===== src/common/mips_isa_pkg.sv =====
`default_nettype none

package mips_isa_pkg;

  typedef logic [31:0] word_t;      // Data word or byte address.
  typedef logic [4:0]  reg_addr_t;  // Index into the register file.
  typedef logic [4:0]  shamt_t;     // Shift amount field of R-type instructions.
  typedef logic [15:0] imm_t;       // Immediate field of I-type instructions.

  // Primary opcodes in bits 31:26 that the core decodes.
  typedef enum logic [5:0] {
    op_special = 6'h00,  // R-type, the operation is in funct.
    op_j       = 6'h02,
    op_jal     = 6'h03,
    op_beq     = 6'h04,
    op_bne     = 6'h05,
    op_addiu   = 6'h09,
    op_slti    = 6'h0a,
    op_sltiu   = 6'h0b,
    op_andi    = 6'h0c,
    op_ori     = 6'h0d,
    op_xori    = 6'h0e,
    op_lui     = 6'h0f,
    op_lw      = 6'h23,
    op_sw      = 6'h2b
  } opcode_e;

  // Function codes in bits 5:0 when the opcode is op_special.
  typedef enum logic [5:0] {
    fn_sll  = 6'h00,
    fn_srl  = 6'h02,
    fn_jr   = 6'h08,
    fn_addu = 6'h21,
    fn_subu = 6'h23,
    fn_and  = 6'h24,
    fn_or   = 6'h25,
    fn_xor  = 6'h26,
    fn_slt  = 6'h2a,
    fn_sltu = 6'h2b
  } funct_e;

  localparam word_t reset_vector = 32'hBFC00000;  // Boot ROM entry of the MIPS memory map.

endpackage

`default_nettype wire


===== src/common/mips_ctrl_pkg.sv =====
`default_nettype none

package mips_ctrl_pkg;

  // Operation selected for the ALU.
  typedef enum logic [3:0] {
    alu_add,
    alu_sub,
    alu_and,
    alu_or,
    alu_xor,
    alu_slt,
    alu_sltu,
    alu_sll,
    alu_srl,
    alu_lui
  } alu_op_e;

  // Where the next control transfer comes from. Branches still need the
  // register comparison, which the datapath does.
  typedef enum logic [1:0] {
    pc_seq,
    pc_branch,
    pc_jump,
    pc_jump_reg
  } pc_src_e;

  // Source of the value written back to the register file.
  typedef enum logic [1:0] {
    wb_alu,
    wb_mem,
    wb_link
  } wb_src_e;

endpackage

`default_nettype wire


===== src/datapath/mips_alu.sv =====
`timescale 1ns/1ns
`default_nettype none

module mips_alu (
  input  mips_ctrl_pkg::alu_op_e op,
  input  mips_isa_pkg::word_t    a,
  input  mips_isa_pkg::word_t    b,
  input  mips_isa_pkg::shamt_t   shamt,
  output mips_isa_pkg::word_t    y
);

  always_comb begin
    case (op)
      mips_ctrl_pkg::alu_add: y = a + b;
      mips_ctrl_pkg::alu_sub: y = a - b;
      mips_ctrl_pkg::alu_and: y = a & b;
      mips_ctrl_pkg::alu_or:  y = a | b;
      mips_ctrl_pkg::alu_xor: y = a ^ b;
      mips_ctrl_pkg::alu_slt: begin
        y = {31'b0, $signed(a) < $signed(b)};  // Signed compare gives 0 or 1.
      end
      mips_ctrl_pkg::alu_sltu: begin
        y = {31'b0, a < b};
      end
      // Shifts act on the rt operand, as MIPS defines them.
      mips_ctrl_pkg::alu_sll: y = b << shamt;
      mips_ctrl_pkg::alu_srl: y = b >> shamt;
      mips_ctrl_pkg::alu_lui: y = {b[15:0], 16'b0};
      default:                y = '0;
    endcase
  end

endmodule

`default_nettype wire


===== src/datapath/mips_regfile.sv =====
`timescale 1ns/1ns
`default_nettype none

module mips_regfile (
  input  wire                     clk,
  input  wire                     rst,
  input  wire                     we,
  input  mips_isa_pkg::reg_addr_t ra1,
  input  mips_isa_pkg::reg_addr_t ra2,
  input  mips_isa_pkg::reg_addr_t wa,
  input  mips_isa_pkg::word_t     wd,
  output mips_isa_pkg::word_t     rd1,
  output mips_isa_pkg::word_t     rd2,
  output mips_isa_pkg::word_t     v0,
  output mips_isa_pkg::word_t     v3
);

  mips_isa_pkg::word_t regs [31:0];

  always_ff @(posedge clk) begin
    if (rst) begin
      for (int i = 0; i < 32; i++) begin
        regs[i] <= '0;
      end
    end else if (we && (wa != '0)) begin
      regs[wa] <= wd;  // Writes to $0 are dropped.
    end
  end

  assign rd1 = (ra1 == '0) ? '0 : regs[ra1];
  assign rd2 = (ra2 == '0) ? '0 : regs[ra2];

  // Result registers watched by the test environment.
  assign v0 = regs[2];
  assign v3 = regs[3];

endmodule

`default_nettype wire


===== src/datapath/mips_datapath.sv =====
`timescale 1ns/1ns
`default_nettype none

module mips_datapath #(
  parameter mips_isa_pkg::word_t reset_addr = mips_isa_pkg::reset_vector
) (
  input  wire                     clk,
  input  wire                     rst,
  input  wire                     clk_enable,
  input  wire                     run,
  input  mips_isa_pkg::word_t     instr,
  input  mips_ctrl_pkg::alu_op_e  alu_op,
  input  wire                     alu_src_imm,
  input  wire                     imm_zero_ext,
  input  mips_isa_pkg::reg_addr_t reg_dst,
  input  mips_ctrl_pkg::wb_src_e  wb_src,
  input  wire                     reg_write,
  input  mips_ctrl_pkg::pc_src_e  pc_src,
  input  wire                     branch_ne,
  output mips_isa_pkg::word_t     pc,
  output mips_isa_pkg::word_t     mem_addr,
  output mips_isa_pkg::word_t     mem_wdata,
  input  mips_isa_pkg::word_t     mem_rdata,
  output mips_isa_pkg::word_t     register_v0,
  output mips_isa_pkg::word_t     register_v3
);

  mips_isa_pkg::imm_t imm;
  mips_isa_pkg::word_t imm_ext, pc_plus4, branch_off, target, pending_target;
  mips_isa_pkg::word_t rs_val, rt_val, alu_b, alu_y, wb_data;
  logic zero;
  logic taken;
  logic pending;
  logic step;

  assign imm        = instr[15:0];
  assign imm_ext    = imm_zero_ext ? {16'b0, imm} : {{16{imm[15]}}, imm};
  assign branch_off = {{14{imm[15]}}, imm, 2'b00};
  assign pc_plus4   = pc + 32'd4;
  assign alu_b      = alu_src_imm ? imm_ext : rt_val;
  assign zero       = (alu_y == '0);
  assign step       = clk_enable && run;

  assign mem_addr  = alu_y;
  assign mem_wdata = rt_val;

  always_comb begin
    taken  = 1'b0;
    target = pc_plus4 + branch_off;
    case (pc_src)
      mips_ctrl_pkg::pc_branch: taken = zero ^ branch_ne;
      mips_ctrl_pkg::pc_jump: begin
        taken  = 1'b1;
        target = {pc_plus4[31:28], instr[25:0], 2'b00};
      end
      mips_ctrl_pkg::pc_jump_reg: begin
        taken  = 1'b1;
        target = rs_val;
      end
      default: taken = 1'b0;
    endcase
  end

  always_comb begin
    case (wb_src)
      mips_ctrl_pkg::wb_mem:  wb_data = mem_rdata;
      mips_ctrl_pkg::wb_link: wb_data = pc_plus4 + 32'd4;  // Skips the delay slot.
      default:                wb_data = alu_y;
    endcase
  end

  // A taken transfer first lets the delay slot run, then the PC takes the target.
  always_ff @(posedge clk) begin
    if (rst) begin
      pc      <= reset_addr;
      pending <= 1'b0;
    end else if (step) begin
      pc      <= pending ? pending_target : pc_plus4;
      pending <= taken;
    end
  end

  always_ff @(posedge clk) begin
    if (step && taken) begin
      pending_target <= target;
    end
  end

  mips_regfile regfile_i (
    .clk (clk),
    .rst (rst),
    .we  (reg_write && step),
    .ra1 (instr[25:21]),
    .ra2 (instr[20:16]),
    .wa  (reg_dst),
    .wd  (wb_data),
    .rd1 (rs_val),
    .rd2 (rt_val),
    .v0  (register_v0),
    .v3  (register_v3)
  );

  mips_alu alu_i (
    .op    (alu_op),
    .a     (rs_val),
    .b     (alu_b),
    .shamt (instr[10:6]),
    .y     (alu_y)
  );

endmodule

`default_nettype wire


===== src/controller/mips_controller.sv =====
`timescale 1ns/1ns
`default_nettype none

module mips_controller (
  input  mips_isa_pkg::word_t     instr,
  output mips_ctrl_pkg::alu_op_e  alu_op,
  output logic                    alu_src_imm,
  output logic                    imm_zero_ext,
  output mips_isa_pkg::reg_addr_t reg_dst,
  output mips_ctrl_pkg::wb_src_e  wb_src,
  output logic                    reg_write,
  output logic                    mem_write,
  output logic                    mem_read,
  output mips_ctrl_pkg::pc_src_e  pc_src,
  output logic                    branch_ne
);

  mips_isa_pkg::opcode_e   opcode;
  mips_isa_pkg::funct_e    funct;
  mips_isa_pkg::reg_addr_t rt;
  mips_isa_pkg::reg_addr_t rd;

  assign opcode = mips_isa_pkg::opcode_e'(instr[31:26]);
  assign funct  = mips_isa_pkg::funct_e'(instr[5:0]);
  assign rt     = instr[20:16];
  assign rd     = instr[15:11];

  always_comb begin
    // Anything not matched below falls through as a no-op.
    alu_op       = mips_ctrl_pkg::alu_add;
    alu_src_imm  = 1'b0;
    imm_zero_ext = 1'b0;
    reg_dst      = rd;
    wb_src       = mips_ctrl_pkg::wb_alu;
    reg_write    = 1'b0;
    mem_write    = 1'b0;
    mem_read     = 1'b0;
    pc_src       = mips_ctrl_pkg::pc_seq;
    branch_ne    = 1'b0;
    case (opcode)
      mips_isa_pkg::op_special: begin
        reg_write = 1'b1;
        case (funct)
          mips_isa_pkg::fn_sll:  alu_op = mips_ctrl_pkg::alu_sll;
          mips_isa_pkg::fn_srl:  alu_op = mips_ctrl_pkg::alu_srl;
          mips_isa_pkg::fn_addu: alu_op = mips_ctrl_pkg::alu_add;
          mips_isa_pkg::fn_subu: alu_op = mips_ctrl_pkg::alu_sub;
          mips_isa_pkg::fn_and:  alu_op = mips_ctrl_pkg::alu_and;
          mips_isa_pkg::fn_or:   alu_op = mips_ctrl_pkg::alu_or;
          mips_isa_pkg::fn_xor:  alu_op = mips_ctrl_pkg::alu_xor;
          mips_isa_pkg::fn_slt:  alu_op = mips_ctrl_pkg::alu_slt;
          mips_isa_pkg::fn_sltu: alu_op = mips_ctrl_pkg::alu_sltu;
          mips_isa_pkg::fn_jr: begin
            reg_write = 1'b0;
            pc_src    = mips_ctrl_pkg::pc_jump_reg;
          end
          default: reg_write = 1'b0;
        endcase
      end
      mips_isa_pkg::op_j: pc_src = mips_ctrl_pkg::pc_jump;
      mips_isa_pkg::op_jal: begin
        pc_src    = mips_ctrl_pkg::pc_jump;
        reg_dst   = 5'd31;  // Return address goes to ra.
        wb_src    = mips_ctrl_pkg::wb_link;
        reg_write = 1'b1;
      end
      mips_isa_pkg::op_beq, mips_isa_pkg::op_bne: begin
        alu_op    = mips_ctrl_pkg::alu_sub;  // Zero result means rs equals rt.
        pc_src    = mips_ctrl_pkg::pc_branch;
        branch_ne = (opcode == mips_isa_pkg::op_bne);
      end
      mips_isa_pkg::op_lw: begin
        alu_src_imm = 1'b1;
        reg_dst     = rt;
        wb_src      = mips_ctrl_pkg::wb_mem;
        reg_write   = 1'b1;
        mem_read    = 1'b1;
      end
      mips_isa_pkg::op_sw: begin
        alu_src_imm = 1'b1;
        mem_write   = 1'b1;
      end
      default: begin
        // Remaining opcodes are the ALU immediates, all writing rt.
        alu_src_imm = 1'b1;
        reg_dst     = rt;
        reg_write   = 1'b1;
        case (opcode)
          mips_isa_pkg::op_addiu: alu_op = mips_ctrl_pkg::alu_add;
          mips_isa_pkg::op_slti:  alu_op = mips_ctrl_pkg::alu_slt;
          mips_isa_pkg::op_sltiu: alu_op = mips_ctrl_pkg::alu_sltu;
          mips_isa_pkg::op_lui:   alu_op = mips_ctrl_pkg::alu_lui;
          mips_isa_pkg::op_andi: begin
            alu_op       = mips_ctrl_pkg::alu_and;
            imm_zero_ext = 1'b1;
          end
          mips_isa_pkg::op_ori: begin
            alu_op       = mips_ctrl_pkg::alu_or;
            imm_zero_ext = 1'b1;
          end
          mips_isa_pkg::op_xori: begin
            alu_op       = mips_ctrl_pkg::alu_xor;
            imm_zero_ext = 1'b1;
          end
          default: reg_write = 1'b0;  // Unsupported opcode.
        endcase
      end
    endcase
  end

endmodule

`default_nettype wire


===== src/verilog/mips_cpu_harvard.sv =====
`timescale 1ns/1ns
`default_nettype none

module mips_cpu_harvard #(
  parameter mips_isa_pkg::word_t reset_addr = mips_isa_pkg::reset_vector
) (
  input  wire                 clk,
  input  wire                 rst,
  input  wire                 clk_enable,
  output logic                active,
  output mips_isa_pkg::word_t register_v0,
  output mips_isa_pkg::word_t register_v3,
  output mips_isa_pkg::word_t instr_address,
  input  mips_isa_pkg::word_t instr_readdata,
  output mips_isa_pkg::word_t data_address,
  output logic                data_write,
  output logic                data_read,
  output mips_isa_pkg::word_t data_writedata,
  input  mips_isa_pkg::word_t data_readdata
);

  mips_ctrl_pkg::alu_op_e alu_op;
  mips_ctrl_pkg::wb_src_e wb_src;
  mips_ctrl_pkg::pc_src_e pc_src;
  mips_isa_pkg::reg_addr_t reg_dst;
  logic alu_src_imm;
  logic imm_zero_ext;
  logic reg_write;
  logic mem_write;
  logic mem_read;
  logic branch_ne;
  logic run;

  // The core stops as soon as the PC reaches 0, active follows one edge later.
  assign run = active && (instr_address != '0);

  assign data_write = mem_write && clk_enable && run;
  assign data_read  = mem_read && clk_enable && run;

  always_ff @(posedge clk) begin
    if (rst) begin
      active <= 1'b1;
    end else if (clk_enable) begin
      active <= (instr_address != '0);  // Halted once the PC has jumped to 0.
    end
  end

  mips_controller controller_i (
    .instr        (instr_readdata),
    .alu_op       (alu_op),
    .alu_src_imm  (alu_src_imm),
    .imm_zero_ext (imm_zero_ext),
    .reg_dst      (reg_dst),
    .wb_src       (wb_src),
    .reg_write    (reg_write),
    .mem_write    (mem_write),
    .mem_read     (mem_read),
    .pc_src       (pc_src),
    .branch_ne    (branch_ne)
  );

  mips_datapath #(
    .reset_addr (reset_addr)
  ) datapath_i (
    .clk          (clk),
    .rst          (rst),
    .clk_enable   (clk_enable),
    .run          (run),
    .instr        (instr_readdata),
    .alu_op       (alu_op),
    .alu_src_imm  (alu_src_imm),
    .imm_zero_ext (imm_zero_ext),
    .reg_dst      (reg_dst),
    .wb_src       (wb_src),
    .reg_write    (reg_write),
    .pc_src       (pc_src),
    .branch_ne    (branch_ne),
    .pc           (instr_address),
    .mem_addr     (data_address),
    .mem_wdata    (data_writedata),
    .mem_rdata    (data_readdata),
    .register_v0  (register_v0),
    .register_v3  (register_v3)
  );

endmodule

`default_nettype wire


===== config.mk =====
export PLATFORM = sky130hd
export DESIGN_NAME = mips_cpu_harvard
export DESIGN_NICKNAME = d
export VERILOG_FILES = /design/src/common/mips_isa_pkg.sv /design/src/common/mips_ctrl_pkg.sv /design/src/datapath/mips_alu.sv /design/src/datapath/mips_regfile.sv /design/src/datapath/mips_datapath.sv /design/src/controller/mips_controller.sv /design/src/verilog/mips_cpu_harvard.sv
export SDC_FILE = /design/constraint.sdc
export NUM_CORES = 2
export LEC_CHECK = 0
export BUFFER_PORTS_ARGS = -buffer_cell sky130_fd_sc_hd__buf_2
export CORE_ASPECT_RATIO = 0.8
export CORE_MARGIN = 2
export CORE_UTILIZATION = 51
export DETAILED_ROUTE_END_ITERATION = 8
export GPL_ROUTABILITY_DRIVEN = 1
export GPL_TIMING_DRIVEN = 0
export PLACE_DENSITY = 0.67
export SYNTH_ARGS = -nofsm -noshare
export SYNTH_HDL_FRONTEND = slang
export SYNTH_HIERARCHICAL = 1
export SYNTH_SLANG_ARGS = --single-unit

===== constraint.sdc =====
create_clock -name clk -period 10.7 [get_ports clk]
set_input_delay 2.14 -clock clk [delete_from_list [all_inputs] [get_ports clk]]
set_output_delay 2.14 -clock clk [all_outputs]
set_load 0.005 [all_outputs]

Word level (Yosys, flattened, before mapping)
Memory sizes are Yosys's and may differ from the RTL's.
Cells that the tools add are included.

word-level totals
  output and inout port bits = 163
  memories = 1
  memory bits (writable) = 1024
  register bits after elaboration = 66

memories
  memory                     words  bits a word  rd ports  clocked after Yosys merged registers in  wr ports  line                text
  datapath_i.regfile_i.regs  32     32           4         0                                        32        mips_regfile.sv:18  mips_isa_pkg::word_t regs [31:0];

operators by class
  shifts and indexed selects = 2
  order comparisons = 2
  bitwise operators = 4
  reduce and logical (&&, ||, !) cells = 30
  eq/ne operators = 36
  add/sub/neg operators = 5
  multiplexer cells = 32

operators by type and width
  kind                   number
  $pmux 32 s10           1
  $mux 32                6
  $pmux 32 s2            2
  $add 32x3->32 const B  2
  $add 32x32->32         2
  $lt 32x32->1           2
  $eq 6x6->1 const B     9
  $eq 6x4->1 const B     8
  $and 32x32->32         1
  $logic_not 32->1       1
  $or 32x32->32          1
  $pmux 4 s8             1
  $reduce_bool 32->1     1
  $reduce_or 32->1       1
  $shl 32x5->32          1
  $shr 32x5->32          1
  $sub 32x32->32         1
  $xor 32x32->32         1
  $pmux 4 s6             1
  $eq 6x2->1 const B     3
  $eq 4x3->1 const B     4
  $reduce_or 7->1        2
  $mux 1                 13
  $eq 6x3->1 const B     2
  other kinds (24)       44

Depth between registers and ports, before layout
  depth after elaboration = 12
  depth in mapped cells = 31

Hierarchy
The synthesis kept the hierarchy.

modules (own cells, without submodules)
  module            times used  cells each  area each (sq um)
  mips_regfile      1           3504        54254.5
  mips_alu          1           1277        8653.3
  mips_datapath     1           958         7380.8
  mips_controller   1           103         633.1
  mips_cpu_harvard  1           20          180.2

Worst setup path after synthesis
No wires, ideal clock.

  kind = input -> register
  start = input instr_readdata[16]
  end = register datapath_i.pending_target[0], enable pin
  slack = 1647 ps
  cell stages on the path = 26
  library setup time = 423 ps
  arrival time = 8631 ps
  required time = 10277 ps
  cells stage by stage = clkbuf_1 buf_6 buf_6 buf_6 mux4_2 a2111oi_0 nor3_1 mux2_2 clkbuf_1 inv_1 ha_1 buf_2 or2_1 a2111oi_2 nor4_2 o31ai_4 a2111oi_1 or4_1 mux2i_1 o21ai_1 nor4_1 nand4_1 nor2_1 xor2_1 a21oi_1 nor2_1

on the way
  longest elaborated chain between the ends = 9

RTL lines
  element                                           line                    text
  start, declared                                   mips_cpu_harvard.sv:14  input mips_isa_pkg::word_t instr_readdata,
  $mem_v2 32x32 or $logic_not 5->1 (tied branches)  n/a
  $mux 32 *                                         mips_regfile.sv:31      assign rd2 = (ra2 == '0) ? '0 : regs[ra2];
  net data_writedata[7]                             mips_cpu_harvard.sv:18  output mips_isa_pkg::word_t data_writedata,
  $mux 32 *                                         mips_datapath.sv:40     assign alu_b = alu_src_imm ? imm_ext : rt_val;
  net datapath_i.alu_b[7]                           mips_datapath.sv:30     mips_isa_pkg::word_t rs_val, rt_val, alu_b, alu_y, wb_data;
  $sub 32x32->32, or another cell as far along      mips_alu.sv:15          mips_ctrl_pkg::alu_sub: y = a - b;
  $pmux 32 s10 *                                    mips_alu.sv:13          case (op)
  net data_address[16]                              mips_cpu_harvard.sv:15  output mips_isa_pkg::word_t data_address,
  $logic_not 32->1 *                                mips_datapath.sv:41     assign zero = (alu_y == '0);
  $xor 1x1->1 *                                     mips_datapath.sv:51     mips_ctrl_pkg::pc_branch: taken = zero ^ branch_ne;
  $pmux 1 s2 *                                      mips_datapath.sv:50     case (pc_src)
  $logic_and 1x1->1 *                               mips_datapath.sv:84     if (step && taken) begin
  end signal, assigned                              mips_datapath.sv:85     pending_target <= target;
  end, declared                                     mips_datapath.sv:29     mips_isa_pkg::word_t imm_ext, pc_plus4, branch_off, target, pending_target;

Mark *: on every way through the listed nets, which the timed path passes. The rest lies on a longest branch.
A chain may end at the register's enable or synchronous reset.

Worst setup path after layout
  start = input instr_readdata[19]
  end = output data_address[30]

on the way
  longest elaborated chain between the ends = 5

RTL lines
  element                                           line
  $mem_v2 32x32 or $logic_not 5->1 (tied branches)  n/a
  $mux 32 *                                         mips_regfile.sv:31
  $mux 32 *                                         mips_datapath.sv:40
  net datapath_i.alu_b[17]                          mips_datapath.sv:30
  $sub 32x32->32, or another cell as far along      mips_alu.sv:15
  $pmux 32 s10 *                                    mips_alu.sv:13
  end, declared                                     mips_cpu_harvard.sv:15

Marks and branches as above.

==> flow_metrics.tcl <==
set metrics [dict create \
    synth-edff-count 1056 \
    hold_start "datapath_i/pending_target[1]$_DFFE_PP_" \
    dpl-instance-area_sq_mm 0.0753 \
    power.leakage_nw 29.8 \
    drt_first_pass_iters 7 \
    cts_inserted_buffers 108 \
    top_level_ports 230 \
    clock_latency_at_the_later_pin_of_the_worst_skew_pair_ps 770 \
    hold_path_class "reg -> reg" \
    final_critical_path_setup_slack_ps -266 \
    rr_startpoint "datapath_i/regfile_i/regs[26][7]$_SDFFCE_PN0P_" \
    netlist_area_sq_mm 0.0711 \
    max-cap-violations 5 \
    slew_headroom -0.0816 \
    timing.clock.skew_ps 43.9 \
    cts_root_buffer "clkbuf_16" \
    drt_drc_violations_left 0 \
    worst_ep_arrival_time_ps 8830 \
    failed_checks "max-capacitance violations, max-slew violations, negative setup slack" \
    die_height_um 338 \
    number_of_clock_sinks 1090 \
    synth-seq-cells 1090 \
    timing.final.hold_violations 0 \
    tritoncts "yes" \
    vdd_ir_drop_max_uv 173 \
    worstPathRequired_ps 8560 \
    status "finished with violations" \
    finalMaxSlewViolations 31 \
    wl_per_cell_um 41.1 \
    total_congestion_overflow_after_global_routing 0 \
    antenna_left 0 \
    core-area_sq_mm 0.138 \
    detailedRoute.firstIterationViolations 11700 \
    port-buffer-count 227 \
    worstMarginPinSlew_ps 1610 \
    cts_max_level 3 \
    setup.worst_path.start_class "input port" \
    grt_first_pass_wirelength_um 454000 \
    yosys.area.top_type_share 0.446 \
    dominantRegCellSynth "edfxtp_1" \
    gpl.final_weighted_congestion 1.07 \
    clock_path_buffers 3 \
    synthCells 5862 \
    syn_avg_cell_area_sq_um 12.1 \
    layout_commonest_cell "edfxtp_1" \
    grt_pass1_vias 54800 \
    share_of_final_layout_standard_cells_stronger_than_drive_strength_1 0.235 \
    place_hpwl_um 259000 \
    fin_nets 6508 \
    post_synth_main_area_contributors "edfxtp_1 (45%), mux4_2 (16%), and2_1 (8.8%), mux2i_1 (3.1%), ha_1 (2.4%)" \
    fp.dieW_um 421 \
    yosysSeqAreaShare 0.456 \
    power.density_cell_area_mw_per_mm2 151 \
    cp-end-kind "output port" \
    worst-setup-path-type "in -> out" \
    die_area_sq_mm 0.142 \
    async_flop_share 0 \
    timing.critical_path.from "instr_readdata[19]" \
    viasPerCell 7.29 \
    netlist.top_cell.by_area "edfxtp_1" \
    leading_cell_types_in_the_layout_fill_and_taps_excluded "edfxtp_1 (1056), and2_1 (1004), mux4_2 (512), clkbuf_1 (324), buf_2 (307)" \
    clock_pin_slew_reported_for_the_worst_setup_and_hold_paths_after_clock_tree_synthesis_ps 70 \
    fin_total_pwr_w 0.0122 \
    num_vias 60200 \
    setup_viol 17 \
    grt_start_max_net_pins 34 \
    totalWireLength_um 340000 \
    finish.instance_area_sq_mm 0.0805 \
    synthesis.yosys.warnings 6 \
    post-route-util 0.582 \
    maxClockFrequency_mhz 91.2 \
    grt_usage 0.467 \
    final_period_minus_worst_setup_slack_ps 10970 \
    critPathMaxFanout 10 \
    timing.final.crit_share 1.02 \
    yosys.cell_types.count 121 \
    initial_core_util 0.514 \
    rows 122 \
    final_hold_slack_ps 487 \
    area.growth.synth_to_final_pct 13.2 \
    number_of_antenna_violations_at_the_first_check_in_global_routing 20 \
]
metrics by stage:
stage / setup slack [ps] / setup TNS (ps) / cells
global route: -30.6 / -86.3 / 8247
finish: -266 / -1980 / 8266
floorplan: 1650 / 0 / 5893
global placement: -4640 / -2055110 / 7980
CTS: -94.8 / -398 / 8238
detailed placement: -2930 / -1147020 / 8027
Yosys cell counts (all sizes together) (10+ instances only):
library cell and n:
o21bai 21, clkbuf 366, a21o 36, nand3 60, nor3 107, o21ai 170
o2111ai 10, or3 17, mux2 69, a22oi 54, nand2 209, a2111oi 63
a211o 17, buf 199, and3 22, mux4 512, and2 1006, edfxtp 1056
mux2i 219, or2 40, nand4 26, nor2b 42, a221o 10, nor2 302
ha 138, a31oi 24, o31ai 10, nand3b 10, a21oi 218, xnor2 39
a211oi 55, o21a 12, o211ai 34, o22ai 137, xor2 37, nor4 51
inv 158, a221oi 46, nand2b 34, a22o 53, dfxtp 34
final cells by class:
class / instances / area (sq um)
repair buffers: 304 / 1880
well taps: 1860 / 2330
diodes: 20 / 50.0
inverters: 160 / 602
plain buffers: 558 / 2920
multi-input cells: 4078 / 36900
flip-flops and latches: 1090 / 32400
clock buffers: 134 / 2840
clock inverters: 62 / 519
fillers: 11400 / 57800
logic make-up after synthesis:
kind of cell | after synthesis | share of synthesized area
AOI/OAI and AO/OA | 1056 | 0.103
adders and majority gates | 141 | 0.0251
and+or+nand+nor | 1972 | 0.157
DFF | 1090 | 0.456
xor gates and xnor gates | 77 | 0.00989
other | 1 | 0.0000527
buffers and inverters | 725 | 0.0456
muxes | 800 | 0.204
path summary, 6_finish.rpt:
| check | to | slack (ps) | depth (start not counted) |
|---|---|---|---|
| worst max register to register | datapath_i/pending_target[8]$_DFFE_PP_ | 2670 | 25 |
| worst max-delay path | data_address[30] | -270 | 21 |
| worst min-delay path | datapath_i/pc[1]$_SDFFE_PP0P_ | 490 | 2 |
| worst min register to register | datapath_i/pc[1]$_SDFFE_PP0P_ | 490 | 2 |
routing by layer:
metal | share of wire | vias up | track usage
li1 | - | 23300 | -
met1 | 0.38 | 30200 | 0.656
met2 | 0.38 | 5796 | 0.602
met3 | 0.18 | 951 | 0.216
met4 | 0.059 | 12 | 0.223
met5 | 0.0011 | - | 0.0173
sequential cells by signal, summed over array words and instances (netlist names):
register and flops:
datapath_i/pc 32, active 1, datapath_i/pending_target 32, datapath_i/pending 1
datapath_i/regfile_i/regs 1024
where the power goes:
group | switching, W | leakage (nW) | internal, W
Sequential | 0.0000989 | 11.1 | 0.00483
Combinational | 0.00245 | 17.1 | 0.00103
Clock | 0.00171 | 1.64 | 0.00207
Total | 0.00425 | 29.8 | 0.00793
critical path: stages:
cell and delay, ps:
buf_2 240, clkbuf_4 310, nor2b_1 190, clkbuf_2 550, buf_4 500, a2111oi_4 210, nor3_4 410, inv_1 90
o21ai_1 470, inv_1 260, ha_1 410, buf_2 260, nand4_1 380, a2111oi_1 500, o41ai_1 170, nand3_2 250
nand3_1 130, o41a_1 410, o221a_1 280, o21ai_4 360, buf_2 190
timing repair:
action / in CTS / in global routing
endpoints found under the setup margin: 661 / 27
hold buffers: 0 / 0
endpoints found under the hold margin: 0 / 0
buffers inserted: 19 / 11
gates resized for setup: 246 / 160
pin swaps: 21 / 10
No activity file was read; power rests on OpenSTA's default activity.
